## src/hdl/cpu_isa_pkg.sv

```systemverilog
// Instruction set definitions
`default_nettype none

package cpu_isa_pkg;

    typedef logic [15:0] word_t;    // Data, address and instruction word
    typedef logic [3:0]  reg_idx_t; // Register index

    // Opcode field encodings
    typedef enum logic [3:0] {
        OP_ADD  = 4'h0, // rd = rs + rt
        OP_SUB  = 4'h1, // rd = rs - rt
        OP_AND  = 4'h2,
        OP_XOR  = 4'h3,
        OP_ADDI = 4'h4, // rd = rs + sext(imm4)
        OP_LLB  = 4'h5, // rd = sext(low byte)
        OP_LW   = 4'h6, // rd = mem[rs + 2*imm4]
        OP_SW   = 4'h7, // mem[rs + 2*imm4] = rd
        OP_CALL = 4'h8, // Push pc + 2, sp -= 2
        OP_RET  = 4'h9, // Pop return address, sp += 2
        OP_HLT  = 4'hA,
        OP_NOP  = 4'hF
    } opcode_t;

    ////////////////////////////////////////////////////////////////////////////
    // Instruction field positions
    ////////////////////////////////////////////////////////////////////////////
    localparam int OPC_MSB = 15;
    localparam int OPC_LSB = 12;
    localparam int RD_MSB  = 11;
    localparam int RD_LSB  = 8;
    localparam int RS_MSB  = 7;
    localparam int RS_LSB  = 4;
    localparam int RT_MSB  = 3; // Also the 4-bit immediate
    localparam int RT_LSB  = 0;

    // Stack pointer lives in the top register
    localparam reg_idx_t SP_REG = 4'd15;

endpackage

`default_nettype wire

```

## src/hdl/reg_file.sv

```systemverilog
// Sixteen entry register file
`timescale 1ns/1ns
`default_nettype none

module reg_file (
    input  logic                  clk,
    input  logic                  rst,
    input  cpu_isa_pkg::reg_idx_t raddr_a,
    input  cpu_isa_pkg::reg_idx_t raddr_b,
    output cpu_isa_pkg::word_t    rdata_a,
    output cpu_isa_pkg::word_t    rdata_b,
    input  logic                  we,
    input  cpu_isa_pkg::reg_idx_t waddr,
    input  cpu_isa_pkg::word_t    wdata
);
    import cpu_isa_pkg::*;

    word_t regs [16];

    always_ff @(posedge clk) begin
        if (rst) begin
            for (int i = 0; i < 16; i++) begin
                regs[i] <= '0;
            end
        end else if (we) begin
            regs[waddr] <= wdata;
        end
    end

    // Write-through so a reader three cycles behind sees the new value
    always_comb begin
        rdata_a = (we && waddr == raddr_a) ? wdata : regs[raddr_a];
        rdata_b = (we && waddr == raddr_b) ? wdata : regs[raddr_b];
    end

endmodule

`default_nettype wire

```

## config.mk

```make
export PLATFORM = sky130hd
export DESIGN_NAME = reg_file
export DESIGN_NICKNAME = d
export VERILOG_FILES = /design/src/hdl/cpu_isa_pkg.sv /design/src/hdl/reg_file.sv
export SDC_FILE = /design/constraint.sdc
export NUM_CORES = 1
export LEC_CHECK = 0
export BUFFER_PORTS_ARGS = -buffer_cell sky130_fd_sc_hd__buf_4
export CORE_MARGIN = 4
export CORE_UTILIZATION = 45
export DETAILED_ROUTE_END_ITERATION = 6
export HOLD_SLACK_MARGIN = 0.08
export PLACE_DENSITY = 0.68
export SLEW_MARGIN = 20
export SYNTH_ARGS = -nofsm -noshare
export SYNTH_HDL_FRONTEND = slang
export SYNTH_SLANG_ARGS = --single-unit
```

## constraint.sdc

```tcl
create_clock -name clk -period 3.6 [get_ports clk]
set_input_delay 0.72 -clock clk [delete_from_list [all_inputs] [get_ports clk]]
set_output_delay 0.72 -clock clk [all_outputs]
set_load 0.005 [all_outputs]
```

Word level (Yosys, flattened, before mapping)
Memory sizes are Yosys's and may differ from the RTL's.
Index checks and enable logic that the tools add are counted.
{"block": "word_totals", "ramBits": 256, "in_bits": 31, "output_inout_bits": 32, "n_memories": 1, "regBits": 0, "elab_cells": 16}
{"block": "classes", "eq_ne": 2, "muxes": 10, "reduce_logical": 3}
{"name": "regs", "words": 16, "width": 16, "read_ports": 2, "rd_clocked_by_memory_dff": 0, "write_ports": 16, "line": "reg_file.sv:18", "text": "word_t regs [16];"}
{"operator": "two-way mux 16 bit", "n": 3}
{"operator": "OR reduction 16 bit", "n": 1}
{"operator": "equality test 4 bit", "n": 2}
{"operator": "two-way mux 1 bit", "n": 6}
{"operator": "two-way mux 4 bit", "n": 1}
{"operator": "logical AND 1 bit", "n": 2}

Longest topological paths before layout
{"block": "logic_depth", "word_depth": 5, "depth_mapped": 6}

Worst setup path before layout
OpenSTA, ideal clock, no wires.
{"block": "synth_timing", "path_kind": "input to output", "start": "input port raddr_b[2]", "end": "output port rdata_b[10]", "slack_ps": 810, "arrival_ps": 2070, "stages": 5, "path_cell_list": "buf_2 xor2_1 nor4_4 buf_4 mux2_2"}
{"block": "synth_via", "elab_chain_cells": 3, "elab_cells_between_ends": 4}
{"item": "start: declaration", "line": "reg_file.sv:9", "text": "input cpu_isa_pkg::reg_idx_t raddr_b,"}
{"item": "parallel branches: the longest is 2 deep, another holds memory read (16 x 16 bit)"}
{"item": "two-way mux 16 bit (*)", "line": "reg_file.sv:33", "text": "rdata_b = (we && waddr == raddr_b) ? wdata : regs[raddr_b];"}
{"item": "end: declaration", "line": "reg_file.sv:11", "text": "output cpu_isa_pkg::word_t rdata_b,"}
Every way passes the cells marked *.

Worst setup path after layout
{"block": "layout_timing", "start": "input port raddr_b[0]", "end": "output port rdata_b[15]"}
The elaborated chain is that of the path after synthesis.

==> metrics.csv <==
stage,metric,value,unit
sta,setup_viol,0,
floorplan,die_h,186.0,um
detailed_routing,first_pass_iters,6,
worst_setup_path,startpoint,raddr_b[0],
sta,fin_crit,3299,ps
synthesis,synth_area_leaders,"edfxtp_1, mux4_2, and2_1",
outcome,status,"complete, no violations",
detailed_routing,first_iter_violations,830,
global_routing,grt_pass1_wl,55.88,mm
global_routing,grt-busiest-layer,met2,
worst_setup_path,crit_type,primary input to output pin,
floorplan,die_area,0.03459,mm2
cells_and_area,reg_top3,regs: 256 flops,
clock_tree,clock_path_buffers,3,
detailed_routing,avgViaCountPerCell,5.970,
synthesis,netlist_instances,897,
global_routing,grt_util_met3,3.948,%
global_routing,grt_overflow_total,0,
cells_and_area,regMostFlops,regs,
pwr,powerDensity,455.9,mW/mm2
job,drv_cap,0,
synthesis,synth_top_cell_area_share,53.93,%
sta,min_period_over_period,91.63,%
worst_setup_path,max_stage_delay,510,ps
detailed_routing,ant_nets,0,
sta,finalMaxSlewViolations,0,
clock_tree,cts_resized,0,
pwr,clock_power_share,38.0,%
floorplan,initial_core_util,46.12,%
sta,fmax,303.1,MHz
global_routing,grt_use_met1,31.18,%
min_path,hold_path.class,primary input to flip-flop,
worst_setup_path,required,2880,ps
pwr,power,7.354,mW
worst_setup_path,worst-path-max-fanout,19,
synthesis,synth_seq_cells,256,
pwr,combPwrFrac,13.9,%
floorplan,fp.dieW,186.0,um
global_routing,antenna_found_initial,0,
clock_tree,cts_root_buf,clkbuf_16,
synthesis,syn_nets,928,
cells_and_area,drive_above_1_share,33.54,%
detailed_routing,post-route-drc-count,0,
placement,gp_congestion,0.8440,
synthesis,avgSynthCellArea,15.89,um2
cells_and_area,syn_to_final_growth,13.17,%
floorplan,core-area,0.03091,mm2
floorplan,io_pins,63,
worst_setup_path,critical_path.endpoint,rdata_b[15],
sta,finalSetupTns,0,ps
worst_setup_path,crit_path_start_kind,primary input,
worst_setup_path,crit_chain,buf_4 > buf_12 > buf_12 > mux4_2 > mux2i_1 > mux2i_1 > mux2_2 > buf_4,
clock_tree,path_clk_slew,70,ps
synthesis,synth_area_leader_cell,edfxtp_1,
cells_and_area,postLayoutCoreUtil,52.19,%
cells_and_area,antenna-diode-count,0,
clock_tree,clkSinkCount,256,
global_routing,grt.total_usage,22.11,%
placement,hpwl,23.47,mm
cells_and_area,fillers,2534,
pwr,p_seq_share,48.0,%
synthesis,yosys.cell_types.count,22,
synthesis,synth_area,0.01425,mm2
pwr,intPower,5.569,mW
cells_and_area,most-common-layout-cells,"and2_1, edfxtp_1, mux4_2",
sta,relSlewSlack,60.26,%
synthesis,ys_seq_area_share,53.93,%
clock_tree,cts_made_buffers,28,
detailed_routing,wl,37.79,mm
cells_and_area,largest_reg_flops,256,
sta,worstMarginPinSlew,596.1,ps
worst_setup_path,critPathSlowestCell,mux4_2,
pwr,ir_drop,324.8,uV
clock_tree,post-cts-setup-buffer-count,0,
worst_setup_path,end_kind,output pin,
global_routing,first_global_vias,8635,
sta,rsz0062_at_grt,no,
pwr,p_switching,1.785,mW
sta,finalHoldViolCount,0,
clock_tree,cts_htree_levels,1,
synthesis,yosysWarnings,0,
global_routing,grt_start_max_net_pins,50,
pwr,swShare,24.27,%
floorplan,row_count,64,
placement,port_buffers,62,
clock_tree,ctsHoldBuffers,0,
detailed_routing,vias,8167,
detailed_routing,wl_per_cell,27.62,um
worst_setup_path,crit_arrival,2580,ps
sta,hold_ws,602.6,ps
clock_tree,cts_tree,yes,
cells_and_area,nets,982,
global_routing,met2_usage,36.34,%
pwr,p_leak,5.832,nW
cell usage after synthesis:
cell type / count
and2_1: 256
edfxtp_1: 256
mux4_2: 128
mux2i_1: 96
clkbuf_1: 37
mux2_2: 32
buf_2: 21
or2_2: 16
buf_6: 12
nor2_1: 12
xor2_1: 6
buf_1: 5
nand2_1: 4
nand2b_1: 3
buf_4: 2
nor3_1: 2
nor3_2: 2
nor4_4: 2
xnor2_1: 2
nand4b_1: 1
nand4bb_1: 1
nor3b_1: 1
final cells by class:
type / count / area, um2 / share of cell area, %
Sequential cell: 256 / 7687 / 47.65
Multi-Input combinational cell: 564 / 6165 / 38.21
Timing Repair Buffer: 101 / 908.4 / 5.631
Clock buffer: 33 / 740.7 / 4.592
Tap cell: 396 / 495.5 / 3.071
Clock inverter: 18 / 135.1 / 0.8377
how the worst min path moves through the flow:
| stage | from | end | slack [ps] | depth (start not counted) |
|---|---|---|---|---|
| 5_1_grt | wdata[5] | regs[9][5] | 610 | 2 |
| 3_3_place_gp | wdata[13] | regs[8][13] | 1150 | 2 |
| 6_report | wdata[2] | regs[4][2] | 600 | 2 |
| 4_1_cts | wdata[13] | regs[2][13] | 590 | 2 |
| 2_1_floorplan | wdata[0] | regs[0][0] | 920 | 1 |
| 3_5_place_dp | wdata[13] | regs[1][13] | 1160 | 2 |
power by group through the flow:
stage               logic, mW  registers (mW)  clock network [mW]
global placement         1.02            3.58                   0
finish                   1.02            3.53                2.80
floorplan               0.643            3.56                   0
global route             1.09            3.55                2.95
CTS                      1.03            3.53                2.82
detailed placement       1.03            3.59                   0
cell families (layout without fill, tap and decap cells):
family / count (synthesis) / after routing / share of synthesized area [%]
buf+inv: 77 / 152 / 2.896
xor+xnor: 8 / 8 / 0.4915
mux: 256 / 256 / 29.49
simple gates: 300 / 300 / 13.19
flops: 256 / 256 / 53.93
worst max-delay path, delay by kind of cell:
kind     cells  cell delay [ps]
mux          4             1180
buf+inv      4              650
stage by stage:
| step | worst slack (ps) | std cells | instance area [um2] |
|---|---|---|---|
| 3_3_place_gp | 300.4 | 1317 | 15260 |
| 4_1_cts | 297.0 | 1368 | 16130 |
| 2_1_floorplan | 809.9 | 897 | 14250 |
| 3_5_place_dp | 300.3 | 1317 | 15260 |
| 6_report | 301.2 | 1368 | 16130 |
| 5_1_grt | 241.9 | 1368 | 16130 |
routing by layer:
layer,vias to the layer above,part of all wire (%)
met1,4213,41
met2,334,49
li1,3554,-
met5,-,0
met3,66,7.2
met4,0,2.5
Power figures use the tool's default switching activity.
