--- src/hdl/cpu_isa_pkg.sv ---
// Instruction set definitions
`default_nettype none

package cpu_isa_pkg;

    typedef logic [15:0] word_t;    // Data, address and instruction word
    typedef logic [3:0]  reg_idx_t; // Register index

    // Opcode field encodings
    typedef enum logic [3:0] {
        OP_ADD  = 4'h0, // rd = rs + rt
        OP_SUB  = 4'h1, // rd = rs - rt
        OP_AND  = 4'h2,
        OP_XOR  = 4'h3,
        OP_ADDI = 4'h4, // rd = rs + sext(imm4)
        OP_LLB  = 4'h5, // rd = sext(low byte)
        OP_LW   = 4'h6, // rd = mem[rs + 2*imm4]
        OP_SW   = 4'h7, // mem[rs + 2*imm4] = rd
        OP_CALL = 4'h8, // Push pc + 2, sp -= 2
        OP_RET  = 4'h9, // Pop return address, sp += 2
        OP_HLT  = 4'hA,
        OP_NOP  = 4'hF
    } opcode_t;

    ////////////////////////////////////////////////////////////////////////////
    // Instruction field positions
    ////////////////////////////////////////////////////////////////////////////
    localparam int OPC_MSB = 15;
    localparam int OPC_LSB = 12;
    localparam int RD_MSB  = 11;
    localparam int RD_LSB  = 8;
    localparam int RS_MSB  = 7;
    localparam int RS_LSB  = 4;
    localparam int RT_MSB  = 3; // Also the 4-bit immediate
    localparam int RT_LSB  = 0;

    // Stack pointer lives in the top register
    localparam reg_idx_t SP_REG = 4'd15;

endpackage

`default_nettype wire

--- src/hdl/cpu_ctrl_pkg.sv ---
// Pipeline control encodings
`default_nettype none

package cpu_ctrl_pkg;

    // ALU function, chosen in decode and applied in execute
    typedef enum logic [2:0] {
        ALU_ADD    = 3'd0,
        ALU_SUB    = 3'd1,
        ALU_AND    = 3'd2,
        ALU_XOR    = 3'd3,
        ALU_PASS_B = 3'd4  // Immediate straight through
    } alu_op_t;

    // Memory stage action
    typedef enum logic [2:0] {
        MEM_NONE  = 3'd0,
        MEM_LOAD  = 3'd1,
        MEM_STORE = 3'd2,
        MEM_CALL  = 3'd3, // Push return point, sp - 2
        MEM_RET   = 3'd4  // Pop return point, sp + 2
    } mem_op_t;

endpackage

`default_nettype wire

--- src/hdl/exec_unit.sv ---
// Execute stage
`timescale 1ns/1ns
`default_nettype none

module exec_unit (
    input  logic                  clk,
    input  logic                  rst,
    input  logic                  d_valid,
    input  cpu_ctrl_pkg::alu_op_t d_alu_op,
    input  cpu_ctrl_pkg::mem_op_t d_mem_op,
    input  cpu_isa_pkg::word_t    d_op_a,
    input  cpu_isa_pkg::word_t    d_op_b,
    input  cpu_isa_pkg::word_t    d_store_data,
    input  cpu_isa_pkg::reg_idx_t d_rd,
    input  logic                  d_reg_write,
    input  logic                  d_halt,
    output logic                  e_valid,
    output cpu_ctrl_pkg::mem_op_t e_mem_op,
    output cpu_isa_pkg::word_t    e_alu_result,  // Data, address or sp
    output cpu_isa_pkg::word_t    e_store_data,
    output cpu_isa_pkg::reg_idx_t e_rd,
    output logic                  e_reg_write,
    output logic                  e_halt
);
    import cpu_isa_pkg::*;
    import cpu_ctrl_pkg::*;

    word_t alu_result;

    ////////////////////////////////////////////////////////////////////////////
    // ALU
    ////////////////////////////////////////////////////////////////////////////
    always_comb begin
        case (d_alu_op)
            ALU_ADD: alu_result = d_op_a + d_op_b;  // Also address and sp
            ALU_SUB: alu_result = d_op_a - d_op_b;
            ALU_AND: alu_result = d_op_a & d_op_b;
            ALU_XOR: alu_result = d_op_a ^ d_op_b;
            default: alu_result = d_op_b;           // LLB
        endcase
    end

    always_ff @(posedge clk) begin
        if (rst) begin
            e_valid <= 1'b0;
        end else begin
            e_valid <= d_valid;
        end
    end

    // Execute/memory payload, control passes straight through
    always_ff @(posedge clk) begin
        e_mem_op     <= d_mem_op;
        e_alu_result <= alu_result;
        e_store_data <= d_store_data;
        e_rd         <= d_rd;
        e_reg_write  <= d_reg_write;
        e_halt       <= d_halt;
    end

endmodule

`default_nettype wire

--- config.mk ---
export PLATFORM = sky130hd
export DESIGN_NAME = exec_unit
export DESIGN_NICKNAME = d
export VERILOG_FILES = /design/src/hdl/cpu_isa_pkg.sv /design/src/hdl/cpu_ctrl_pkg.sv /design/src/hdl/exec_unit.sv
export SDC_FILE = /design/constraint.sdc
export NUM_CORES = 1
export LEC_CHECK = 0
export BUFFER_PORTS_ARGS = -buffer_cell sky130_fd_sc_hd__buf_2
export CAP_MARGIN = 5
export CORE_MARGIN = 1
export CORE_UTILIZATION = 49
export CTS_CLUSTER_DIAMETER = 150
export DETAILED_ROUTE_END_ITERATION = 10
export PLACE_DENSITY = 0.85
export SYNTH_ARGS = -nofsm -noshare
export SYNTH_HDL_FRONTEND = slang
export SYNTH_SLANG_ARGS = --single-unit
--- constraint.sdc ---
create_clock -name clk -period 4.6 [get_ports clk]
set_input_delay 1.38 -clock clk [delete_from_list [all_inputs] [get_ports clk]]
set_output_delay 1.38 -clock clk [all_outputs]
set_load 0.1 [all_outputs]
# [After elaboration in Yosys (flattened, before gate mapping)]
# Index checks and enable logic that the tools add are counted.
[totals] reg_bits=42 latchBits=0 mem_bits_rw=0 rom_bits=0 output_inout_bits=42 word_cells=16 mem_count=0
[op_classes] addsub=2 mul=0 div=0 magnitude_cmp=0 eq_ne=3 shifts=0 muxes=1 bitwise_logic=2 n_reduce_logical=1
[ops] cell="16-bit one-hot mux with 4 select lines" count=1
[ops] cell="16-bit adder" count=1
[ops] cell="16-bit bitwise AND" count=1
[ops] cell="16-bit subtractor" count=1
[ops] cell="16-bit bitwise XOR" count=1
[ops] cell="3-bit by 2-bit == test with 1-bit output (second input constant)" count=2
[ops] cell="3-bit by 1-bit == test with 1-bit output (second input constant)" count=1
[ops] cell="3-bit logical NOT" count=1

# [Logic depth before layout (Yosys ltp)]
[logic_depth] depth_word=2 mapped_depth=15 ltp_nobuf=14

# [Least setup slack after synthesis]
# Ideal clock, no wire load.
[synth_path] path_kind="in2reg" from="input d_alu_op[1]" to="register e_alu_result[15]" setup_time_ns=0.134 arrival_ns=3.750 t_required_ns=4.466 setup_slack_ns=0.716 path_stages=15 path_buffers=3 cell_sequence="clkbuf_8 nor2_1 and2_2 buf_4 a31o_2 xor2_1 ha_1 buf_6 nand4_2 o21ai_1 a31oi_1 o31ai_4 a311oi_4 xnor2_1 o221ai_1"
[synth_between] elab_chain_cells=2 elab_cells_between_ends=5 classes_between="3 x eq/ne; 1 x mux; 1 x reduce/logical"
[synth_rtl] item="from (decl)" line="exec_unit.sv:9" text="input cpu_ctrl_pkg::alu_op_t d_alu_op,"
[synth_rtl] item="3-bit by 2-bit == test with 1-bit output (tied with other cells)" line="exec_unit.sv:34" text="case (d_alu_op)"
[synth_rtl] item="16-bit one-hot mux with 4 select lines (*)" line="exec_unit.sv:34"
[synth_rtl] item="via alu_result[15]" line="exec_unit.sv:28" text="word_t alu_result;"
[synth_rtl] item="to (signal assigned)" line="exec_unit.sv:54" text="e_alu_result <= alu_result;"
[synth_rtl] item="to (decl)" line="exec_unit.sv:19" text="output cpu_isa_pkg::word_t e_alu_result,"
# Mark *: on every way through the listed nets, which the timed path passes. The rest lies on a longest branch.
# A chain may end at the register's enable or synchronous reset.

# [Worst setup path after layout]
# Same ends and word-level chain as after synthesis.

==> results.yml <==
outcome:
  status: "finished clean"
setup_path:
  cpPeakStageDelay_ns: 0.38
  crit_required_ns: 4.77
  path_class: "in -> reg"
  cp.arrival_ns: 4.13
  cp_slowest_cell: "ha_1"
  critical_path.max_fanout: 18
  cp-end-kind: "register"
  path_cells: "buf_2, nor2_1, and2_2, a31o_2, xor2_1, ha_1, nand4_2, o21ai_1, a31oi_1, o31ai_4, a311oi_4, xnor2_1, o221ai_1"
  start_kind: "input port"
sta:
  clock.fmax_mhz: 252.7
  fin_ws_ns: 0.6424
  finalSetupTns_ns: 0
  fin_crit_sh_pct: 86.03
  min_period_ns: 3.958
  relSlewSlack_pct: 66.70
  rsz0062_at_grt: "false"
  setup_viol: 0
  tightest_slew_ns: 0.5030
  maxSlewViolCount: 0
  finalHoldViolations: 0
global_route:
  grt_overflow: 0
  antenna_found_initial: 0
  grt_pass1_vias: 2338
  grt_pass1_wl_microns: 10980
  grt_util_all_layers_pct: 23.82
  grt_max_degree: 27
pwr:
  leakage_nw: 1.635
  p_per_area_nw_per_um2: 376.8
  vdd.ir_drop.worst_mv: 0.2049
synth:
  yosysWarningCount: 0
  syn_area_sq_um: 2683
  syn_nets: 372
  synth_area_per_cell_sq_um: 9.719
  seq_area_frac_synth_pct: 31.34
  synthCells: 276
  ys_ff_latch: 42
  ys.flop_type: "dfxtp_1"
  synth_enable_flop_cells: 0
  synth_cell_type_count: 56
  async_flop_share_pct: 0
worst_hold_path:
  hold_class: "in -> reg"
die:
  rows: 26
  die_area_sq_um: 5774
  start_util_pct: 51.54
  ios: 105
  die_h_microns: 75.99
  fp.coreArea_sq_um: 5205
  die_x_microns: 75.99
cells_and_area:
  n_antenna_cell: 0
  drive_gt1_share_pct: 35.26
  final_nets: 475
  final_area_sq_um: 3327
  syn2layout_area_growth_pct: 24.02
routing:
  drt-initial-drc-count: 84
  final_antenna_net_count: 0
  num_vias: 2415
  routed_wirelength_microns: 6708
  drcViolationCount: 0
  avgRoutedWirePerCell_microns: 14.91
  drtPass1Iterations: 4
  viasPerCell: 5.367
job:
  maxCapViolCount: 0
clock_network:
  clockBufferDepth: 2
  clock-sinks: 42
  cts_tree: "yes"
  cts_hold_buf: 0
  cts_resized: 0
  cts_root_buffer: "clkbuf_8"
  post-cts-setup-buffer-count: 0
  numCtsBuffers: 5
  clk_pin_slew_ns: 0.09
  h-tree-depth: 2
placement:
  port_buffers: 104
  place.gp.congestion: 0.9339
  placed_cell_area_sq_um: 3217
  dp_slack_ns: 0.3487
  hpwl_microns: 5279
==> per-layer routing <==
layer	GRT usage, %	vias up	wire [microns]
li1	-	1197	-
met1	27.54	1088	2839
met2	40.55	114	3182
met3	6.347	16	540
met4	11.92	0	146
met5	0	-	0
==> report_power, final <==
group | switching (W) | internal (W)
clock network | 0.000132 | 0.000162
logic | 0.000406 | 0.000151
registers | 0.00000690 | 0.000396
==> cells in the mapped netlist (all sizes together), types with 4 or more instances <==
cell | count | area (sq um)
dfxtp | 42 | 840.8
ha | 32 | 400.4
o21ai | 20 | 100.1
nor2 | 19 | 71.32
a21oi | 18 | 90.09
nand2 | 17 | 63.81
xnor2 | 16 | 147.7
inv | 13 | 48.79
mux2i | 13 | 130.1
xor2 | 10 | 87.58
a21o | 6 | 45.04
clkbuf | 6 | 52.55
a31oi | 5 | 46.29
mux2 | 5 | 56.30
nor2b | 5 | 31.28
nand2b | 4 | 25.02
o31ai | 4 | 48.79
==> worst paths after layout <==
| path | start | end | depth (start not counted) |
|---|---|---|---|
| max | d_alu_op[1] | e_alu_result[15] | 13 |
| min | d_mem_op[1] | e_mem_op[1] | 1 |
==> kinds of logic (layout without fill, tap and decap cells) <==
family	after synthesis	after routing	synth area share, %
compound gates	72	72	19.17
fa+ha+maj	33	33	15.67
mux	18	18	6.949
xor+xnor	26	26	8.769
simple gates	62	62	12.97
flops	42	42	31.34
buf+inv	23	127	5.130
==> cell usage in the layout, fill, tap and decap left out, types with 2 or more instances in the layout <==
cell type / instances
ha_1: 32
buf_2: 104
o21ai_1: 11
nor3b_1: 2
nor3_1: 3
o211ai_1: 3
a21oi_1: 18
nand2b_1: 4
o21a_1: 2
o32ai_1: 2
a31oi_1: 4
o21ai_0: 9
buf_4: 2
a311oi_1: 2
a21o_1: 6
o31ai_1: 2
mux2i_1: 13
nor2_1: 19
xnor2_1: 15
clkbuf_8: 5
xor2_1: 10
nor2b_1: 5
dfxtp_1: 42
a22oi_1: 2
inv_1: 12
nand2_1: 17
mux2_2: 5
==> cell type report <==
cell class	count	area (sq um)
tap	70	87.58
clock inverter	2	37.54
multi-input combinational	211	1704
inverter	13	48.80
clock buffer	6	72.57
fill	448	1878
timing repair buffer	106	535.5
sequential	42	840.8
==> sequential cells by signal, summed over array words and instances, names as in the netlist <==
signal        count
e_reg_write       1
e_store_data     16
e_rd              4
e_mem_op          3
e_alu_result     16
e_halt            1
e_valid           1
==> critical path: cells and delay by family <==
family	cells	cell delay, ns
adders and majority gates	1	0.38
and+or+nand+nor	3	0.63
AOI/OAI and AO/OA	6	1.14
buffers and inverters	1	0.30
xor gates and xnor gates	2	0.29
==> per-stage QoR <==
step | std cells | total power (W) | utilization, % | hold WS, ns
2_1_floorplan | 276 | 0.0008573 | - | 1.408
3_3_place_gp | 442 | 0.0009551 | 61.80 | 1.483
3_5_place_dp | 442 | 0.0009635 | 61.80 | 1.484
4_1_cts | 450 | 0.001260 | 63.92 | 1.162
5_1_grt | 450 | 0.001309 | 63.92 | 1.164
6_report | 450 | 0.001254 | 63.92 | 1.169
Power figures use the tool's default switching activity.
