File: config.mk
export PLATFORM = sky130hd
export DESIGN_NAME = write_back
export DESIGN_NICKNAME = d
export VERILOG_FILES = /design/src/hdl/cpu_isa_pkg.sv /design/src/hdl/write_back.sv
export SDC_FILE = /design/constraint.sdc
export NUM_CORES = 1
export LEC_CHECK = 0
export BUFFER_PORTS_ARGS = -buffer_cell sky130_fd_sc_hd__buf_2
export CORE_MARGIN = 1.5
export CORE_UTILIZATION = 30
export CTS_CLUSTER_SIZE = 10
export DETAILED_ROUTE_END_ITERATION = 8
export PLACE_DENSITY = 0.59
export SLEW_MARGIN = 20
export SYNTH_ARGS = -nofsm -noshare
export SYNTH_HDL_FRONTEND = slang
export SYNTH_SLANG_ARGS = --single-unit
File: constraint.sdc
create_clock -name clk -period 1 [get_ports clk]
set_input_delay 0.15 -clock clk [delete_from_list [all_inputs] [get_ports clk]]
set_output_delay 0.15 -clock clk [all_outputs]
set_load 0.01 [all_outputs]
File: src/hdl/cpu_isa_pkg.sv
// Instruction set definitions
`default_nettype none

package cpu_isa_pkg;

    typedef logic [15:0] word_t;    // Data, address and instruction word
    typedef logic [3:0]  reg_idx_t; // Register index

    // Opcode field encodings
    typedef enum logic [3:0] {
        OP_ADD  = 4'h0, // rd = rs + rt
        OP_SUB  = 4'h1, // rd = rs - rt
        OP_AND  = 4'h2,
        OP_XOR  = 4'h3,
        OP_ADDI = 4'h4, // rd = rs + sext(imm4)
        OP_LLB  = 4'h5, // rd = sext(low byte)
        OP_LW   = 4'h6, // rd = mem[rs + 2*imm4]
        OP_SW   = 4'h7, // mem[rs + 2*imm4] = rd
        OP_CALL = 4'h8, // Push pc + 2, sp -= 2
        OP_RET  = 4'h9, // Pop return address, sp += 2
        OP_HLT  = 4'hA,
        OP_NOP  = 4'hF
    } opcode_t;

    ////////////////////////////////////////////////////////////////////////////
    // Instruction field positions
    ////////////////////////////////////////////////////////////////////////////
    localparam int OPC_MSB = 15;
    localparam int OPC_LSB = 12;
    localparam int RD_MSB  = 11;
    localparam int RD_LSB  = 8;
    localparam int RS_MSB  = 7;
    localparam int RS_LSB  = 4;
    localparam int RT_MSB  = 3; // Also the 4-bit immediate
    localparam int RT_LSB  = 0;

    // Stack pointer lives in the top register
    localparam reg_idx_t SP_REG = 4'd15;

endpackage

`default_nettype wire

File: src/hdl/write_back.sv
// Write-back and result reporting
`timescale 1ns/1ns
`default_nettype none

module write_back (
    input  logic                  clk,
    input  logic                  rst,
    input  logic                  m_valid,
    input  logic                  m_from_mem,
    input  cpu_isa_pkg::word_t    m_alu_result,
    input  cpu_isa_pkg::reg_idx_t m_rd,
    input  logic                  m_reg_write,
    input  logic                  m_ret,
    input  logic                  m_halt,
    input  cpu_isa_pkg::word_t    mem_read_data,
    output logic                  rf_we,
    output cpu_isa_pkg::reg_idx_t rf_waddr,
    output cpu_isa_pkg::word_t    rf_wdata,
    output logic                  wb_en,      // Pulse
    output cpu_isa_pkg::reg_idx_t wb_reg,
    output cpu_isa_pkg::word_t    wb_data,
    output logic                  ret_valid,  // Pulse
    output cpu_isa_pkg::word_t    ret_addr,
    output logic                  halted      // Level until reset
);
    // Register write, lands on the same edge the outputs register
    assign rf_we    = m_valid && m_reg_write;
    assign rf_waddr = m_rd;
    assign rf_wdata = m_from_mem ? mem_read_data : m_alu_result;

    always_ff @(posedge clk) begin
        if (rst) begin
            wb_en     <= 1'b0;
            wb_reg    <= '0;
            wb_data   <= '0;
            ret_valid <= 1'b0;
            ret_addr  <= '0;
            halted    <= 1'b0;
        end else begin
            wb_en     <= rf_we;
            wb_reg    <= rf_waddr;
            wb_data   <= rf_wdata;
            ret_valid <= m_valid && m_ret;
            ret_addr  <= mem_read_data;  // Popped word
            if (m_valid && m_halt) halted <= 1'b1;
        end
    end

endmodule

`default_nettype wire

### Yosys cells after proc, flatten, opt, wreduce, memory -nomap -nowiden

Index checks and enable logic that the tools add are counted.

| operators by class | value |
|---|---|
| multiplexer cells | 1 |
| reduce and logical (&&, ||, !) cells | 3 |

Operators with widths:

| cell | number |
|---|---|
| two-way mux 16 bit | 1 |
| logical AND 1 bit | 3 |

| word-level totals | value |
|---|---|
| bits in registers | 39 |
| input port bits | 43 |
| word-level logic and storage cells | 10 |

### Logic depth before layout (Yosys ltp)

Gate-level depths: netlist of run 1.

| logic depth | value |
|---|---|
| word-level depth | 1 |
| depth in mapped cells | 4 |

### Least setup slack after synthesis of run 1

No wires, ideal clock.

| timing | value |
|---|---|
| path type | input-to-reg |
| start point | in m_from_mem |
| end point | reg wb_data[6] |
| setup time | 127 ps |
| data arrival time | 881 ps |
| required time | 873 ps |
| path slack | -8 ps |
| cell stages on the path | 4 |
| path buffers | 2 |
| cell sequence | buf_6 buf_12 mux2_2 nor2b_4 |

| between the ends | value |
|---|---|
| longest elaborated chain between the ends | 1 |

RTL lines:

| element | line | RTL |
|---|---|---|
| from (decl) | write_back.sv:9 | `input logic m_from_mem,` |
| two-way mux 16 bit | write_back.sv:29 | `assign rf_wdata = m_from_mem ? mem_read_data : m_alu_result;` |
| via rf_wdata[6] | write_back.sv:18 | `output cpu_isa_pkg::word_t rf_wdata,` |
| to (signal assigned) | write_back.sv:42 | `wb_data <= rf_wdata;` |
| to (decl) | write_back.sv:21 | `output cpu_isa_pkg::word_t wb_data,` |

The timed path passes the listed nets, and every way through them passes these cells.
A chain may end at the register's enable or synchronous reset.

### Worst setup path after layout of run 1

| timing | value |
|---|---|
| start point | in m_from_mem |
| end point | out rf_wdata[12] |

| between the ends | value |
|---|---|
| longest elaborated chain between the ends | 1 |

RTL lines:

| element | line |
|---|---|
| two-way mux 16 bit | write_back.sv:29 |
| to (decl) | write_back.sv:18 |

No other way between the ends.

==> metrics.txt, run 1 <==
Hold Path Sink ret_valid; Worst Min Path Start m_ret; Slew headroom 89.4%; Max H-tree Level 2; Post-synth EDFFs 0; synth-to-layout area growth 57.3%; drt wl/cell 11.0 µm; Worst setup EP type output port; Tmin final 0.988 ns; Comb power frac 18.9%; post-route ant nets 0; chip width 69.9 µm; startpoint types input pin; fmax 1010 MHz; Synth cell types 14; clk sinks 39; final count of hold timing violations 0; CTS Buf Count 5; Post-CTS Hold Fix Bufs 0; status complete, no violations; min-delay worst type in -> reg; Ant. Diodes 0; # setup viols final 0; crit-path max FO 8; share of layout cells above drive strength 1 62.6%; WL final 2.91 mm; FFs w/ async S/R, synth 0%; Root Buffer clkbuf_8; Power per Cell Area 1550 nW/µm²; drt drc 0; met3 wire length 399 µm; # nets final 253; first drt pass iteration count 2; vias in the first global route 1020; # rows 24; most frequent cells after synthesis dfxtp_1 (39), nor2b_1 (34), mux2_2 (9); Top FF cell, synth dfxtp_1; Top Metal Used met4; CTS tree yes; Iter 0 DRT Violations 11; Netlist Area Pre-Place 1340 µm²; # port buffers 102; sequential fraction of design power 50.6%; met2 WL 1.43 mm; Via-to-Cell Ratio 4.10; global-route wire length before repair 4.54 mm; LEAKAGE 1.08 nW; gpl congestion 0.667; critical path type in -> out; Worst R2R Path Depth 2; # Post-CTS Setup Buffers 0; top-count cell post-synth dfxtp_1; die height 69.9 µm; Internal 0.00249 W; final period utilization 98.8%; register area share after synthesis 58.2%; Core ar. 4320 µm²; Clock power frac 30.5%; Yosys warnings 0; Clock Path Buffers 2; largest net degree at the start of global routing 26; overall die area 4890 µm²; Synth area leader dfxtp_1; Hold Crit Depth 3; RR Startpoint halted; peak supply drop 0.000960 V; Critical R2R Capture halted; end-of-flow core utilization 48.8%; Starting Density 31.0%; WP data arrival 0.84 ns; Syn Inst Count 107; post-synth top area share 58.2%; Reg clk slew, reported paths 0.08 ns; Final Skew 0 ns; Synth Area per Inst 12.5 µm²; number of I/O pins 103; synth top area cells dfxtp_1 (58%), nor2b_1 (16%), mux2_4 (7.8%), mux2_2 (7.5%), nor2b_4 (3.1%); NetSw 0.000791 W; Worst Tran Pin Value 0.159 ns; max-cap violations 0; wire length on met1 1.04 mm; global route total overflow 0; Worst Path Required 0.85 ns; R2R Setup Slk 0.43 ns; FF+latch count, synth 39; final slew viol count 0; Total GRT Usage 11.9%; Syn Nets 150; Fin Setup TNS 0 ns; Tot Pwr 0.00328 W; worst skew pair latency 0.28 ns; initial antenna violation count 0; post-DP HPWL 2.15 mm; Switching Share 24.1%; via count 1077; fill count 407; RSZ-0062 raised after global routing yes
critical path: stages:
cell    delay [ns]
buf_12        0.11
buf_16        0.14
mux2_4        0.29
buf_2         0.14
worst max path at each step:
| stage | from | endpoint | slack, ns | cells past startpoint |
|---|---|---|---|---|
| 6_report | m_from_mem | rf_wdata[12] | 0.01 | 4 |
| 5_1_grt | m_from_mem | rf_wdata[14] | -0.005 | 4 |
| 4_1_cts | m_from_mem | rf_wdata[15] | -0.003 | 4 |
| 3_5_place_dp | m_from_mem | rf_wdata[15] | -0.07 | 4 |
| 3_3_place_gp | m_from_mem | rf_wdata[4] | -0.05 | 4 |
| 2_1_floorplan | m_from_mem | wb_data[4] | -0.0007 | 4 |
metal layers:
layer,up-vias,GRT usage [%]
met2,61,19.0
met3,4,6.49
met5,-,0
met4,0,5.77
met1,476,12.6
li1,536,-
kinds of logic (layout without fill, tap and decap cells):
kind of cell    after synthesis  count (layout)  synth area share, %
buf+inv                      10             114                 5.87
simple gates                 41              41                 20.2
mux                          16              16                 15.4
flops                        39              39                 58.2
compound gates                1               1                0.372
power by group through the flow:
| stage | logic, W | registers, W | clock network [W] |
|---|---|---|---|
| global placement | 0.000541 | 0.00170 | 0 |
| finish | 0.000621 | 0.00166 | 0.00100 |
| CTS | 0.000591 | 0.00166 | 0.00106 |
| floorplan | 0.000243 | 0.00175 | 0 |
| detailed placement | 0.000543 | 0.00170 | 0 |
| global route | 0.000671 | 0.00167 | 0.00112 |
repair_timing:
item,4_1_cts,5_1_grt
gates cloned,1,0
setup endpoints to repair,16,16
resized for setup,10,10
cell usage in the layout, fill, tap and decap left out, drive strengths merged, types with 2 or more instances in the layout:
cell	count
buf	106
clkbuf	6
nor2b	37
nor2	2
dfxtp	39
mux2	16
cell type report:
class                           count  area, µm²  share of cell area (%)
Sequential cell                    39        781                    37.0
Multi-Input combinational cell     58        487                    23.0
Clock inverter                      2       12.5                   0.592
Tap cell                           52       65.1                    3.08
Timing Repair Buffer              106        694                    32.9
Clock buffer                        6       72.6                    3.44
metrics by stage:
| stage | cell area (µm²) | hold WS [ns] | worst slack [ns] | instances |
|---|---|---|---|---|
| 5_1_grt | 2110 | 0.0850 | -0.00514 | 263 |
| 3_5_place_dp | 1890 | 0.376 | -0.0655 | 254 |
| 6_report | 2110 | 0.0848 | 0.0118 | 263 |
| 3_3_place_gp | 1890 | 0.373 | -0.0547 | 254 |
| 2_1_floorplan | 1350 | 0.264 | -0.000691 | 107 |
| 4_1_cts | 2050 | 0.0707 | -0.00298 | 263 |
Note: power is estimated with default switching activity, not from simulation.
==> run 2: changes to the inputs <==
- ABC_AREA: not set -> 1
- CTS_BUF_LIST: not set -> sky130_fd_sc_hd__clkbuf_8 sky130_fd_sc_hd__clkbuf_16
- PLACE_DENSITY: 0.59 -> 0.57
==> metrics.txt, run 2 <==
die height 73.6 µm (+5.3%); RSZ-0062 raised after global routing yes; # port buffers 102 (unchanged); startpoint types input pin; max-cap violations 0 (unchanged); via count 1359 (+26%); critical path type in -> out; number of I/O pins 103 (unchanged); largest net degree at the start of global routing 22 (-15%); Finished Layout Cells 364 (+38%); Placed Area 2050 µm² (+8.5%); fmax 1070 MHz (+5.7%); LEAKAGE 1.34 nW (+24%); Worst Tran Pin Value 0.200 ns (+0.0408 ns); critical-path cell list buf_2 -> inv_6 -> nand2_1 -> nand2_1 -> inv_1 -> buf_2; Tot Pwr 0.00326 W (-0.83%); slowest CP cell inv_6; worst skew pair latency 0.28 ns (about the same); min-delay worst type in -> reg; drt wl/cell 9.18 µm (-17%); post-synth top area share 52.2% (-5.9 points); first drt pass iteration count 4 (+2); Tmin final 0.935 ns (-0.0535 ns); global-route wire length before repair 5.20 mm (+14%); synth-to-layout area growth 43.1%; Root Buffer clkbuf_8; gpl congestion 0.739 (+11%); WL final 3.34 mm (+15%); Synth area leader dfxtp_1; FFs w/ async S/R, synth 0% (unchanged); Max H-tree Level 2 (unchanged); final instance area 2140 µm² (+1.3%); final slew viol count 0 (unchanged); Post-CTS Hold Fix Bufs 0 (unchanged); register area 781 µm² (unchanged); # rows 25 (+4.2%); Iter 0 DRT Violations 18 (+7); share of layout cells above drive strength 1 48.8% (-14 points); clk sinks 39 (unchanged); Syn Nets 237 (+58%); Slew headroom 86.7% (-2.7 points); peak supply drop 0.000552 V (-42%); status complete, no violations; setup ws final 0.0653 ns (+0.0535 ns); drt drc 0 (unchanged); most frequent cells after synthesis inv_1 (53), dfxtp_1 (39), nand2_1 (30); global route total overflow 0 (unchanged); Ant. Diodes 0 (unchanged); Power per Cell Area 1520 nW/µm² (-2.1%); Starting Density 31.4% (+0.40 points); Syn Inst Count 194 (+81%); Worst setup EP type output port; WP data arrival 0.78 ns (-0.06 ns); top-count cell post-synth inv_1; final count of hold timing violations 0 (unchanged); Synth Area per Inst 7.71 µm² (-39%); Netlist Area Pre-Place 1500 µm² (+11%); Via-to-Cell Ratio 3.73 (-8.8%); CTS Buf Count 5 (unchanged); Top FF cell, synth dfxtp_1; Core ar. 4750 µm² (+10%); commonest non-fill, non-tap cells in the layout buf_2 (102), inv_1 (53), dfxtp_1 (39); synth top area cells dfxtp_1 (52%), inv_1 (13%), nand2_2 (8.4%), nand2_1 (7.5%), nor2_1 (7.3%); register area share after synthesis 52.2% (-5.9 points); Placed Instances 356 (+40%); FF+latch count, synth 39 (unchanged); Worst Path Required 0.85 ns (about the same); vias in the first global route 1228 (+20%); # setup viols final 0 (unchanged); overall die area 5420 µm² (+11%); Total GRT Usage 12.6% (+0.71 points); Synth cell types 12 (-2); # Post-CTS Setup Buffers 0 (unchanged); largest stage delay on the critical path 0.16 ns (-0.13 ns); # nets final 339 (+34%); final period utilization 93.5% (-5.4 points); fill count 544 (+34%); Final Skew 0 ns (unchanged); crit-path max FO 16 (+8); post-route ant nets 0 (unchanged); setup slack at placement 0.0389 ns (+0.104 ns); post-DP HPWL 2.63 mm (+22%); Post-synth EDFFs 0 (unchanged); Reg clk slew, reported paths 0.08 ns (about the same); area of the multi-input gates 414 µm² (-15%); initial antenna violation count 0 (unchanged); Clock Path Buffers 2 (unchanged); CP top delay family buffers and inverters; Worst Path Buf+Inv 4 (+1); chip width 73.6 µm (+5.3%); commonest non-fill, non-tap cell in the layout buf_2; Yosys warnings 0 (unchanged); CTS tree yes; R2R Setup Slk 0.43 ns (about the same)
==> run 2: report_power, final <==
part | internal [W] | leakage, nW | switching, W
registers | 0.00165 | 0.325 | 0.0000203
logic | 0.000257 | 0.965 | 0.000324
clock network | 0.000477 | 0.0477 | 0.000531
==> run 2: area by class of cell <==
type                       instances  area share (%)
clock buffer                       5            3.22
clock inverter                     3           0.702
inverter                          54            9.71
multi-input combinational         90            19.4
sequential                        39            36.5
tap                               67            3.92
timing repair buffer             106            26.6
==> run 2: final timing paths <==
kind / startpoint / endpoint / depth (start not counted)
worst max-delay path: m_from_mem / rf_wdata[14] / 6
worst min-delay path: mem_read_data[14] / ret_addr[14] / 3
worst max register to register: halted / halted / 2
worst min register to register: halted / halted / 2
==> run 2: kinds of logic after synthesis <==
kind of cell | Yosys count | share of synthesized area [%]
buffers and inverters | 65 | 20.1
AO/OA/AOI/OAI | 1 | 0.334
flip-flops | 39 | 52.2
AND/OR/NAND/NOR | 89 | 27.4
==> run 2: what timing repair did <==
action,in CTS,in global routing
setup endpoints to repair,0,4
resized for setup,0,1
endpoints found under the hold margin,0,0
==> run 2: metrics by stage <==
stage                     utilization (%)  hold slack (ns)  TNS [ns]
after floorplan                         -            0.257         0
after global placement               43.2            0.360         0
after detailed placement             43.2            0.369         0
after CTS                            44.9           0.0633         0
after global routing                 45.0           0.0659  -0.00590
final                                45.0           0.0746         0
==> run 2: metal layers <==
| metal | up-vias | GRT usage (%) | wire length [µm] |
|---|---|---|---|
| li1 | 726 | - | - |
| met1 | 568 | 14.8 | 1480 |
| met2 | 61 | 20.0 | 1500 |
| met3 | 4 | 5.49 | 309 |
| met4 | 0 | 5.14 | 45 |
| met5 | - | 0 | 0 |
==> run 2: worst min-delay path: cells and delay by family <==
family | cells | cell delay [ns]
AND/OR/NAND/NOR | 1 | 0.06
buffers and inverters | 2 | 0.12
