File: src/hdl/cpu_isa_pkg.sv
// Instruction set definitions
`default_nettype none

package cpu_isa_pkg;

    typedef logic [15:0] word_t;    // Data, address and instruction word
    typedef logic [3:0]  reg_idx_t; // Register index

    // Opcode field encodings
    typedef enum logic [3:0] {
        OP_ADD  = 4'h0, // rd = rs + rt
        OP_SUB  = 4'h1, // rd = rs - rt
        OP_AND  = 4'h2,
        OP_XOR  = 4'h3,
        OP_ADDI = 4'h4, // rd = rs + sext(imm4)
        OP_LLB  = 4'h5, // rd = sext(low byte)
        OP_LW   = 4'h6, // rd = mem[rs + 2*imm4]
        OP_SW   = 4'h7, // mem[rs + 2*imm4] = rd
        OP_CALL = 4'h8, // Push pc + 2, sp -= 2
        OP_RET  = 4'h9, // Pop return address, sp += 2
        OP_HLT  = 4'hA,
        OP_NOP  = 4'hF
    } opcode_t;

    ////////////////////////////////////////////////////////////////////////////
    // Instruction field positions
    ////////////////////////////////////////////////////////////////////////////
    localparam int OPC_MSB = 15;
    localparam int OPC_LSB = 12;
    localparam int RD_MSB  = 11;
    localparam int RD_LSB  = 8;
    localparam int RS_MSB  = 7;
    localparam int RS_LSB  = 4;
    localparam int RT_MSB  = 3; // Also the 4-bit immediate
    localparam int RT_LSB  = 0;

    // Stack pointer lives in the top register
    localparam reg_idx_t SP_REG = 4'd15;

endpackage

`default_nettype wire

File: src/hdl/cpu_ctrl_pkg.sv
// Pipeline control encodings
`default_nettype none

package cpu_ctrl_pkg;

    // ALU function, chosen in decode and applied in execute
    typedef enum logic [2:0] {
        ALU_ADD    = 3'd0,
        ALU_SUB    = 3'd1,
        ALU_AND    = 3'd2,
        ALU_XOR    = 3'd3,
        ALU_PASS_B = 3'd4  // Immediate straight through
    } alu_op_t;

    // Memory stage action
    typedef enum logic [2:0] {
        MEM_NONE  = 3'd0,
        MEM_LOAD  = 3'd1,
        MEM_STORE = 3'd2,
        MEM_CALL  = 3'd3, // Push return point, sp - 2
        MEM_RET   = 3'd4  // Pop return point, sp + 2
    } mem_op_t;

endpackage

`default_nettype wire

File: src/hdl/instr_decode.sv
// Decode stage
`timescale 1ns/1ns
`default_nettype none

module instr_decode (
    input  logic                  clk,
    input  logic                  rst,
    input  logic                  instr_valid,  // One-cycle strobe
    input  cpu_isa_pkg::word_t    instr,
    input  cpu_isa_pkg::word_t    instr_pc,
    output cpu_isa_pkg::reg_idx_t rs_addr,
    output cpu_isa_pkg::reg_idx_t rt_addr,
    input  cpu_isa_pkg::word_t    rs_data,
    input  cpu_isa_pkg::word_t    rt_data,
    output logic                  d_valid,
    output cpu_ctrl_pkg::alu_op_t d_alu_op,
    output cpu_ctrl_pkg::mem_op_t d_mem_op,
    output cpu_isa_pkg::word_t    d_op_a,
    output cpu_isa_pkg::word_t    d_op_b,
    output cpu_isa_pkg::word_t    d_store_data,
    output cpu_isa_pkg::reg_idx_t d_rd,
    output logic                  d_reg_write,
    output logic                  d_halt
);
    import cpu_isa_pkg::*;
    import cpu_ctrl_pkg::*;

    opcode_t  opcode;
    word_t    imm4_sx;      // Sign-extended rt field
    word_t    imm8_sx;      // Sign-extended low byte
    logic     stopped;      // Set by HLT, held until reset
    logic     accept;
    alu_op_t  alu_op;
    mem_op_t  mem_op;
    word_t    op_b;
    word_t    store_data;
    reg_idx_t rd;
    logic     reg_write;

    assign opcode  = opcode_t'(instr[OPC_MSB:OPC_LSB]);
    assign imm4_sx = {{12{instr[RT_MSB]}}, instr[RT_MSB:RT_LSB]};
    assign imm8_sx = {{8{instr[7]}}, instr[7:0]};
    assign accept  = instr_valid && !stopped;

    // SW reads its store data through the rt port; CALL/RET read sp
    assign rs_addr = (opcode == OP_CALL || opcode == OP_RET) ? SP_REG : instr[RS_MSB:RS_LSB];
    assign rt_addr = (opcode == OP_SW) ? instr[RD_MSB:RD_LSB] : instr[RT_MSB:RT_LSB];

    ////////////////////////////////////////////////////////////////////////////
    // Control generation
    ////////////////////////////////////////////////////////////////////////////
    always_comb begin
        alu_op     = ALU_ADD;
        mem_op     = MEM_NONE;
        op_b       = rt_data;
        store_data = rt_data;
        rd         = instr[RD_MSB:RD_LSB];
        reg_write  = 1'b0;
        case (opcode)
            OP_ADD:  reg_write = 1'b1;
            OP_SUB: begin
                alu_op    = ALU_SUB;
                reg_write = 1'b1;
            end
            OP_AND: begin
                alu_op    = ALU_AND;
                reg_write = 1'b1;
            end
            OP_XOR: begin
                alu_op    = ALU_XOR;
                reg_write = 1'b1;
            end
            OP_ADDI: begin
                op_b      = imm4_sx;
                reg_write = 1'b1;
            end
            OP_LLB: begin
                alu_op    = ALU_PASS_B;
                op_b      = imm8_sx;
                reg_write = 1'b1;
            end
            OP_LW: begin
                mem_op    = MEM_LOAD;
                op_b      = {imm4_sx[14:0], 1'b0};  // Word offset in bytes
                reg_write = 1'b1;
            end
            OP_SW: begin
                mem_op = MEM_STORE;
                op_b   = {imm4_sx[14:0], 1'b0};
            end
            OP_CALL: begin
                mem_op     = MEM_CALL;
                op_b       = '0;         // sp passes through the ALU
                store_data = instr_pc;   // Memory stage adds 2
                rd         = SP_REG;
                reg_write  = 1'b1;
            end
            OP_RET: begin
                mem_op    = MEM_RET;
                op_b      = '0;
                rd        = SP_REG;
                reg_write = 1'b1;
            end
            default: ;                    // HLT, NOP and spare codes
        endcase
    end

    // Valid and stop flag
    always_ff @(posedge clk) begin
        if (rst) begin
            d_valid <= 1'b0;
            stopped <= 1'b0;
        end else begin
            d_valid <= accept;
            if (accept && opcode == OP_HLT) stopped <= 1'b1;
        end
    end

    // Decode/execute payload
    always_ff @(posedge clk) begin
        d_alu_op     <= alu_op;
        d_mem_op     <= mem_op;
        d_op_a       <= rs_data;
        d_op_b       <= op_b;
        d_store_data <= store_data;
        d_rd         <= rd;
        d_reg_write  <= reg_write;
        d_halt       <= (opcode == OP_HLT);
    end

endmodule

`default_nettype wire

File: config.mk
export PLATFORM = sky130hd
export DESIGN_NAME = instr_decode
export DESIGN_NICKNAME = d
export VERILOG_FILES = /design/src/hdl/cpu_isa_pkg.sv /design/src/hdl/cpu_ctrl_pkg.sv /design/src/hdl/instr_decode.sv
export SDC_FILE = /design/constraint.sdc
export NUM_CORES = 1
export LEC_CHECK = 0
export ABC_CLOCK_PERIOD_IN_PS = 1680
export BUFFER_PORTS_ARGS = -buffer_cell sky130_fd_sc_hd__buf_2
export CORE_MARGIN = 4
export CORE_UTILIZATION = 36
export DETAILED_ROUTE_END_ITERATION = 7
export PLACE_DENSITY = 0.82
export SKIP_LAST_GASP = 1
export SLEW_MARGIN = 20
export SYNTH_ARGS = -nofsm -noshare
export SYNTH_HDL_FRONTEND = slang
export SYNTH_SLANG_ARGS = --single-unit
File: constraint.sdc
create_clock -name clk -period 1.68 [get_ports clk]
set_clock_uncertainty 0.2 [all_clocks]
set_input_delay 0.336 -clock clk [delete_from_list [all_inputs] [get_ports clk]]
set_output_delay 0.336 -clock clk [all_outputs]
set_load 0.02 [all_outputs]
Word-level counts from Yosys, hierarchy flattened
Cells that the tools add are included.
{ "totals": {"inputBits": 67, "output_inout_bits": 69, "regBits": 62, "word_cells": 35} }
{ "op_classes": {"muxes": 7, "n_eq_ne": 10, "reduce_logical": 8} }
{ "op_table": {"columns": ["op", "n"], "rows": [
  ["case mux 16 bit (4 select lines)", 1],
  ["case mux 3 bit (4 select lines)", 2],
  ["== test 4 x 3 -> 1 bit, second input constant", 4],
  ["two-way mux 16 bit", 1],
  ["== test 4 bit, second input constant", 3],
  ["OR reduction 9 bit", 1],
  ["== test 4 x 2 -> 1 bit, second input constant", 2],
  ["two-way mux 4 bit", 2],
  ["== test 4 x 1 -> 1 bit, second input constant", 1],
  ["zero test 4 bit", 1],
  ["OR reduction 2 bit", 2],
  ["logical AND 1 bit", 2],
  ["zero test 1 bit", 1],
  ["logical OR 1 bit", 1],
  ["two-way mux 1 bit", 1]
]} }

Logic depth before layout (Yosys ltp)
Gate-level depths: netlist of run 1.
{ "depth": {"depth_word": 3, "mapped_depth": 5, "ltp_nobuf": 3} }

Worst setup path before layout of run 1
OpenSTA, ideal clock, no wires.
{ "synth_timing": {"path_kind": "input to output", "startpoint": "input instr[14]", "endpoint": "output rt_addr[0]", "path_slack_ns": 0.001, "path_buffers": 0, "stages": 3, "arrival_time_ns": 1.143, "cell_sequence": "nor2b_1 nand3_1 mux2_2"} }
{ "synth_between": {"elab_chain_len": 2} }
{ "synth_rtl": {"columns": ["item", "line_no", "text"], "rows": [
  ["start, declared", "instr_decode.sv:9", "input cpu_isa_pkg::word_t instr,"],
  ["== test 4 x 3 -> 1 bit", "instr_decode.sv:47", "assign rt_addr = (opcode == OP_SW) ? instr[RD_MSB:RD_LSB] : instr[RT_MSB:RT_LSB];"],
  ["two-way mux 4 bit", "instr_decode.sv:47", null],
  ["end, declared", "instr_decode.sv:12", "output cpu_isa_pkg::reg_idx_t rt_addr,"]
]} }
No other way between the ends.

Final worst setup path of run 1
{ "layout_timing": {"startpoint": "input instr[14]", "endpoint": "output rt_addr[2]"} }
Same word-level chain as after synthesis.

==> impl_results.md, run 1 <==
- Maxcap violations: 0
- Width of the chip: ~81 um
- Run status: finished with violations
- Pwr dens: 1020 nW/um^2
- Post-DR vias/cell: roughly 4.5
- Total routing resource utilization after global routing: approximately 18%
- First-pass GRT wire length: between 8000 and 9000 um
- Post-route core utilization: between 60 and 70%
- Initial cell density of the core: 37.6%
- Cell with the most instances on the worst path: sky130_fd_sc_hd__buf_6
- Pin count of the biggest net entering global routing: 15
- Synth unique cells: 28
- Actual slew at the worst max-slew pin: between 600 and 700 ps
- Failing checks: setup timing
- #FFs+latches synth: 62
- Clock Tree Root: sky130_fd_sc_hd__clkbuf_8
- Tmin final: 1750 ps
- Post-DP Area: 2790 sq um
- Detailed-route wire length per cell: 14.4 um
- Worst relative slew slack: between 50% and 60%
- Syn_nets: ~220
- Remaining DRCs: 0
- Worst path arrival time: about 1200 ps
- Vertical die dimension: a little over 80 um
- Clock transition at the register clock pins on the worst setup and hold paths after CTS: about 70 ps
- Endpoint type of the worst setup path: primary output
- CP Class: primary input to primary output
- ANT nets after route: 0
- Lkg Pwr: about 1.7 nW
- RSZ-0062 raised after global routing: yes
- CTS Sinks: 62
- Detailed-routing iteration count for the pre-antenna-repair pass: 5
- Area of all placed cells without fillers: roughly 3400 sq um
- Core ar.: around 5200 sq um
- Startpoint types: primary input
- Setup TNS: -294 ps
- Slowest cell on the critical path: sky130_fd_sc_hd__mux2_4
- Max FO, Critical Path: 5
- Number of design-rule violations left by the first detailed-router iteration: 46
- Total Routed Length: around 6000 um
- Antenna diode count: 0
- Gr ovfl total: 0
- Gp weighted congestion: 0.724
- Total number of vias: about 1900
- Share of cells above drive strength 1: approximately 56%
- Die Footprint: approximately 6600 sq um
- Number of setup violations in the final report: 7
- Avg Synthesized Cell Area: 12.8 sq um
- Cell type with the highest aggregate area in the netlist: sky130_fd_sc_hd__dfxtp_1
- Sequential area share after synthesis: a little under two thirds
- Prevailing post-synth register cell: sky130_fd_sc_hd__dfxtp_1
- HPWL Detailed: between 4000 and 5000 um
- Data required, critical path: around 1100 ps
- Number of global-route vias before repair: about 1800
- PortBufs: about 140
- Final #Nets: 404
- Clock latency of the later-clocked register in the worst-skew pair: approximately 320 ps
- Syn Inst Count: between 150 and 200
- # IOs: 136
- Total standard cell area after synthesis: between 1500 and 2000 sq um
- Fraction of the cycle the final worst path needs: 104%
- Minimum setup slack in the final design: -66.0 ps
- Leading post-synthesis cells by cell area: sky130_fd_sc_hd__dfxtp_1 64%, sky130_fd_sc_hd__mux2_2 6.4%, sky130_fd_sc_hd__mux2_1 5.2%
- Final number of max-transition violations: 0
- Clock tree from TritonCTS: done
- H-tree depth: 3
- Area overhead of the layout relative to synthesis: 75.0%
- Fraction of registers with async set/reset: 0%
- Number of antenna violations at the first check in global routing: 0
- Number of flops mapped to enable cells by yosys: 0
- FP Rows: 26
- Final hold violations: 0
- Fraction of synthesized cell area taken by the top area cell type: approximately 64%
- Max Buffers Root-to-Sink: 2
- Count of synthesis-stage warnings from yosys: 0
- Biggest cell delay along the critical path: ~300 ps
- Clock buffers created by TritonCTS: 9
- Max Freq: 0.573 GHz
- Critical path cell sequence: buf_8 > nor2b_4 > nand3_2 > buf_6 > mux2_4 > buf_6
- Worst hold-check path type: primary input to flip-flop
- Peak ir drop on the vdd network: a little over 0.5 mV
[cells by family after synthesis]
| kind of cell | Yosys count | synth area share [%] |
|---|---|---|
| buffers and inverters | 10 | 2.70 |
| AOI/OAI and AO/OA | 28 | 10.2 |
| muxes | 22 | 12.8 |
| and+or+nand+nor | 30 | 10.4 |
| DFF | 62 | 63.8 |
[repair_timing]
action                                  4_1_cts  5_1_grt
pin swaps                                     1        0
hold endpoints to repair                     29        0
gates resized for setup                      27        4
hold buffers                                 28        0
setup buffers                                 3        0
endpoints found under the setup margin        8        8
[cells in the mapped netlist (all sizes together) (2+ instances only)]
library cell / instances
o22ai: 3
dfxtp: 62
buf: 6
inv: 3
mux2: 20
nor2: 4
nand2b: 11
o2bb2ai: 9
nor2b: 2
nor3b: 4
mux2i: 2
o221a: 3
o21ai: 5
nor3: 2
a21oi: 7
[state kept, by name, indices dropped and copies added, names as in the netlist]
register	count
d_rd	4
stopped	1
d_valid	1
d_op_b	16
d_op_a	16
d_alu_op	3
d_reg_write	1
d_mem_op	3
d_store_data	16
d_halt	1
[where the power goes]
group	leakage [nW]	internal [mW]	switching, mW	total (mW)
Clock	0.0996	0.688	0.566	1.25
Combinational	1.04	0.292	0.318	0.611
Sequential	0.521	1.57	0.0230	1.59
Total	1.66	2.55	0.907	3.46
[cell type report]
cell class	instances	area (sq um)
tap	70	87.6
multi-input combinational	80	688
fill	428	1770
clock buffer	9	124
timing repair buffer	181	1180
clock inverter	7	73.8
inverter	3	11.3
sequential	62	1240
[placed cells by master, fill, tap and decap left out, types with 5 or more instances in the layout]
cell type,netlist,final
sky130_fd_sc_hd__buf_6,1,9
sky130_fd_sc_hd__a21oi_1,7,7
sky130_fd_sc_hd__dfxtp_1,62,62
sky130_fd_sc_hd__clkbuf_8,0,9
sky130_fd_sc_hd__mux2_2,11,7
sky130_fd_sc_hd__dlygate4sd3_1,0,28
sky130_fd_sc_hd__o21ai_0,5,5
sky130_fd_sc_hd__buf_4,0,16
sky130_fd_sc_hd__nand2b_1,11,10
sky130_fd_sc_hd__o2bb2ai_1,9,9
sky130_fd_sc_hd__buf_2,5,125
sky130_fd_sc_hd__mux2_1,9,9
[layer usage]
layer	track usage [%]	routed length [um]	vias up	share of wire, %
met3	4.06	482	16	8.1
li1	-	-	909	-
met2	31.3	3010	99	51
met4	11.3	177	0	3.0
met1	19.1	2250	849	38
met5	0	0	-	0
[worst paths after layout]
check	slack, ps	to	from	depth (start not counted)
worst max-delay path	-70	rt_addr[2]	instr[14]	6
worst min-delay path	20	d_store_data[7]	instr_pc[7]	2
worst max register to register	900	stopped	stopped	2
worst min register to register	220	d_valid	stopped	1
[per-stage QoR]
stage	power, mW	hold WS (ps)	worst slack [ps]	instances
final	3.46	21.0	-66.0	412
after global routing	3.63	5.49	-97.9	412
after CTS	3.50	2.77	-55.2	412
after detailed placement	2.15	214	-186	365
after global placement	2.13	201	-186	365
after floorplan	1.90	164	1.29	152
[worst max-delay path: cells and delay by family]
family,cells,cell delay [ps]
AND/OR/NAND/NOR,2,230
buffers and inverters,3,350
multiplexers,1,300
Power figures use the tool's default switching activity.
==> run 2: changes to the inputs <==
Settings changed: ABC_CLOCK_PERIOD_IN_PS 1680 to 2300, CORE_ASPECT_RATIO set to 1.75, CORE_MARGIN 4 to not set, CORE_UTILIZATION 36 to 43, PLACE_DENSITY 0.82 to 0.91.
Clock period 1.68 ns to 2.3 ns, I/O delays scaled along.
==> run 2 against run 1 <==
Compared with the run above:
- the flow now finishes without violations
- first-iteration DRC count unchanged
- cell count shrank 14%
- clock power decreased by 19%
- sequential power fell by 27%
- cell area shrank 14%
- non-clock buffer count down 37
- highest routed layer unchanged
- critical endpoint is now rt_addr[1]
==> impl_results.md, run 2 (synthesized netlist as in run 1, its figures left out) <==
- Run status: finished, final reports clean (was finished with violations)
- Clock transition at the register clock pins on the worst setup and hold paths after CTS: 70 ps (about the same)
- Internal power: 1.91 mW (was 2.55 mW)
- Tmin final: about 2200 ps
- Pwr dens: 870 nW/um^2 (was 1020 nW/um^2)
- Lkg Pwr: 1.45 nW (was 1.66 nW)
- Gp weighted congestion: 0.821 (was 0.724)
- Setup TNS: 0 ps (was -294 ps)
- Logic gate share of total power: 14.5% (was 17.7%)
- Detailed-route wire length per cell: 14.0 um (was 14.4 um)
- FP Rows: 32 (was 26)
- HPWL Detailed: 3850 um (was 4160 um)
- Max Freq: between 0.4 and 0.5 GHz
- Worst Reg2Reg Path Length in Cells: 2 (unchanged)
- Number of instances on the worst hold path: 1 (was 2)
- Max FO, Critical Path: 7 (was 5)
- PortBufs: 135 (unchanged)
- # resized after CTS: 0 (was 27)
- Width of the chip: 52.8 um (was 81.5 um)
- Clock latency of the later-clocked register in the worst-skew pair: 320 ps (about the same)
- First-pass GRT wire length: 7630 um (was 8580 um)
- Clock Tree Root: sky130_fd_sc_hd__clkbuf_8 (unchanged)
- Initial cell density of the core: 44.6% (was 37.6%)
- Vertical die dimension: 91.0 um (was 81.5 um)
- Final #Nets: 367 (was 404)
- Number of setup violations in the final report: 0 (was 7)
- Maxcap violations: 0 (unchanged)
- Post-DR vias/cell: 4.81 (was 4.55)
- Worst Hold Path EP: d_op_a[12] (was d_store_data[7])
- Peak ir drop on the vdd network: 0.606 mV (was 0.505 mV)
- Number of antenna violations at the first check in global routing: 0 (unchanged)
- Final hold violations: 0 (unchanged)
- Total Routed Length: 4980 um (was 5920 um)
- H-tree depth: 3 (unchanged)
- Share of cells above drive strength 1: 57.7% (was 55.6%)
- FF-to-FF Start: stopped (unchanged)
- Max Buffers Root-to-Sink: 2 (unchanged)
- Endpoint type of the worst setup path: primary output (unchanged)
- Worst relative slew slack: 61.5% (was 53.5%)
- Hold bufs inserted after CTS: 0 (was 28)
- Clock tree from TritonCTS: done (unchanged)
- Net Sw Power: 636 uW (was 907 uW)
- Data required, critical path: 1640 ps (was 1140 ps)
- Worst path arrival time: 1540 ps (was 1210 ps)
- Cell total after placement: 340 (was 365)
- Number of design-rule violations left by the first detailed-router iteration: 46 (unchanged)
- Timing startpoint of the critical path: instr[14] (unchanged)
- Register-to-register setup slack: 1510 ps (was 900 ps)
- Antenna diode count: 0 (unchanged)
- Highest-count cells in the layout ignoring fill and taps: 135 x sky130_fd_sc_hd__buf_2, 62 x sky130_fd_sc_hd__dfxtp_1, 11 x sky130_fd_sc_hd__nand2b_1, 11 x sky130_fd_sc_hd__mux2_2 (was 125 x sky130_fd_sc_hd__buf_2, 62 x sky130_fd_sc_hd__dfxtp_1, 28 x sky130_fd_sc_hd__dlygate4sd3_1)
- CTS Sinks: 62 (unchanged)
- Fraction of the cycle the final worst path needs: 95.8%
- Worst hold-check path type: primary input to flip-flop (unchanged)
- Clock buffers created by TritonCTS: 9 (unchanged)
- Detailed-routing iteration count for the pre-antenna-repair pass: 5 (unchanged)
- ANT nets after route: 0 (unchanged)
- Post-DP Area: 2710 sq um (was 2790 sq um)
- Remaining DRCs: 0 (unchanged)
- Die Footprint: 4810 sq um (was 6640 sq um)
- Startpoint types: primary input (unchanged)
- Pin count of the biggest net entering global routing: 14 (was 15)
- Total number of vias: 1711 (was 1873)
- Setup WS pre-CTS: 119 ps (was -186 ps)
- CP Class: primary input to primary output (unchanged)
- Final total power: 2.54 mW (was 3.46 mW)
- RSZ-0062 raised after global routing: no (was yes)
- Final-layout fill cell count: 352 (was 428)
- Minimum setup slack in the final design: 95.9 ps (was -66.0 ps)
- Gr ovfl total: 0 (unchanged)
- Final number of max-transition violations: 0 (unchanged)
- Core ar.: 4360 sq um (was 5170 sq um)
- Multi-input logic area: 651 sq um (was 688 sq um)
- Register share of total power: 45.7% (was 46.1%)
- Commonest non-fill, non-tap cell in the layout: sky130_fd_sc_hd__buf_2 (unchanged)
- Regs by FF count: d_op_a x16, d_op_b x16, d_store_data x16 (unchanged)
- Non-filler cells in the finished layout: 356 (was 412)
- Worst hold start: rs_data[12] (was instr_pc[7])
- Post-CTS setup buffer count: 0 (was 3)
- Clock network fraction of total power: 39.8% (was 36.3%)
- Area of all placed cells without fillers: 2920 sq um (was 3400 sq um)
- Total routing resource utilization after global routing: 22.2% (was 17.8%)
- Sw frac: 25.0% (was 26.2%)
- Flip-flop and latch area: 1240 sq um (unchanged)
- Area overhead of the layout relative to synthesis: 50.4% (was 75.0%)
- Number of global-route vias before repair: 1706 (was 1841)
- Destination of the worst register-to-register timing path: stopped (unchanged)
- Actual slew at the worst max-slew pin: 575 ps (was 695 ps)
- # IOs: 136 (unchanged)
## run 2: cell types whose count changed in the layout (fill, tap and decap cells not counted), moves of 2 or more
cell,previous run,this run
sky130_fd_sc_hd__buf_6,9,0
sky130_fd_sc_hd__buf_2,125,135
sky130_fd_sc_hd__dlygate4sd3_1,28,0
sky130_fd_sc_hd__mux2_2,7,11
sky130_fd_sc_hd__mux2_4,4,0
sky130_fd_sc_hd__buf_4,16,9
sky130_fd_sc_hd__buf_8,2,0
## run 2: routing by layer
metal | share of wire [%] | GRT usage (%) | wire length [um] | vias to the layer above
met5 | 0 | 0 | 0 | -
met4 | 2.0 | 13.2 | 101 | 0
met3 | 6.4 | 4.86 | 318 | 9
met2 | 55 | 40.1 | 2760 | 87
met1 | 36 | 21.6 | 1800 | 781
li1 | - | - | - | 834
## run 2: power groups by stage
stage	clock, mW	combinational [mW]	sequential, mW
6_report	1.01	0.369	1.16
5_1_grt	1.08	0.397	1.17
4_1_cts	1.04	0.371	1.16
3_5_place_dp	0	0.370	1.19
3_3_place_gp	0	0.361	1.18
2_1_floorplan	0	0.104	1.28
## run 2: metrics by stage
step | utilization (%) | hold WS (ps)
after floorplan | - | 196
after global placement | 62.1 | 204
after detailed placement | 62.1 | 221
after CTS | 67.0 | 16.0
after global routing | 67.0 | 12.3
final | 67.0 | 30.0
## run 2: area by class of cell
class                           instances  share of cell area [%]
Clock inverter                          6                    2.95
Sequential cell                        62                    42.4
Timing Repair Buffer                  144                    25.4
Clock buffer                           10                    4.36
Tap cell                               51                    2.18
Multi-Input combinational cell         80                    22.3
Inverter                                3                   0.385
## run 2: critical path: stages
cell,delay (ps)
sky130_fd_sc_hd__buf_2,140
sky130_fd_sc_hd__nor2b_1,200
sky130_fd_sc_hd__nand3_1,250
sky130_fd_sc_hd__mux2_2,340
sky130_fd_sc_hd__buf_2,160
## run 2: worst max path at each step
stage,end,slack (ps),cells after the start
2_1_floorplan,rt_addr[0],370,3
3_3_place_gp,rt_addr[3],160,5
3_5_place_dp,rt_addr[2],120,5
4_1_cts,rt_addr[2],90,5
5_1_grt,rt_addr[0],20,5
6_report,rt_addr[1],100,5
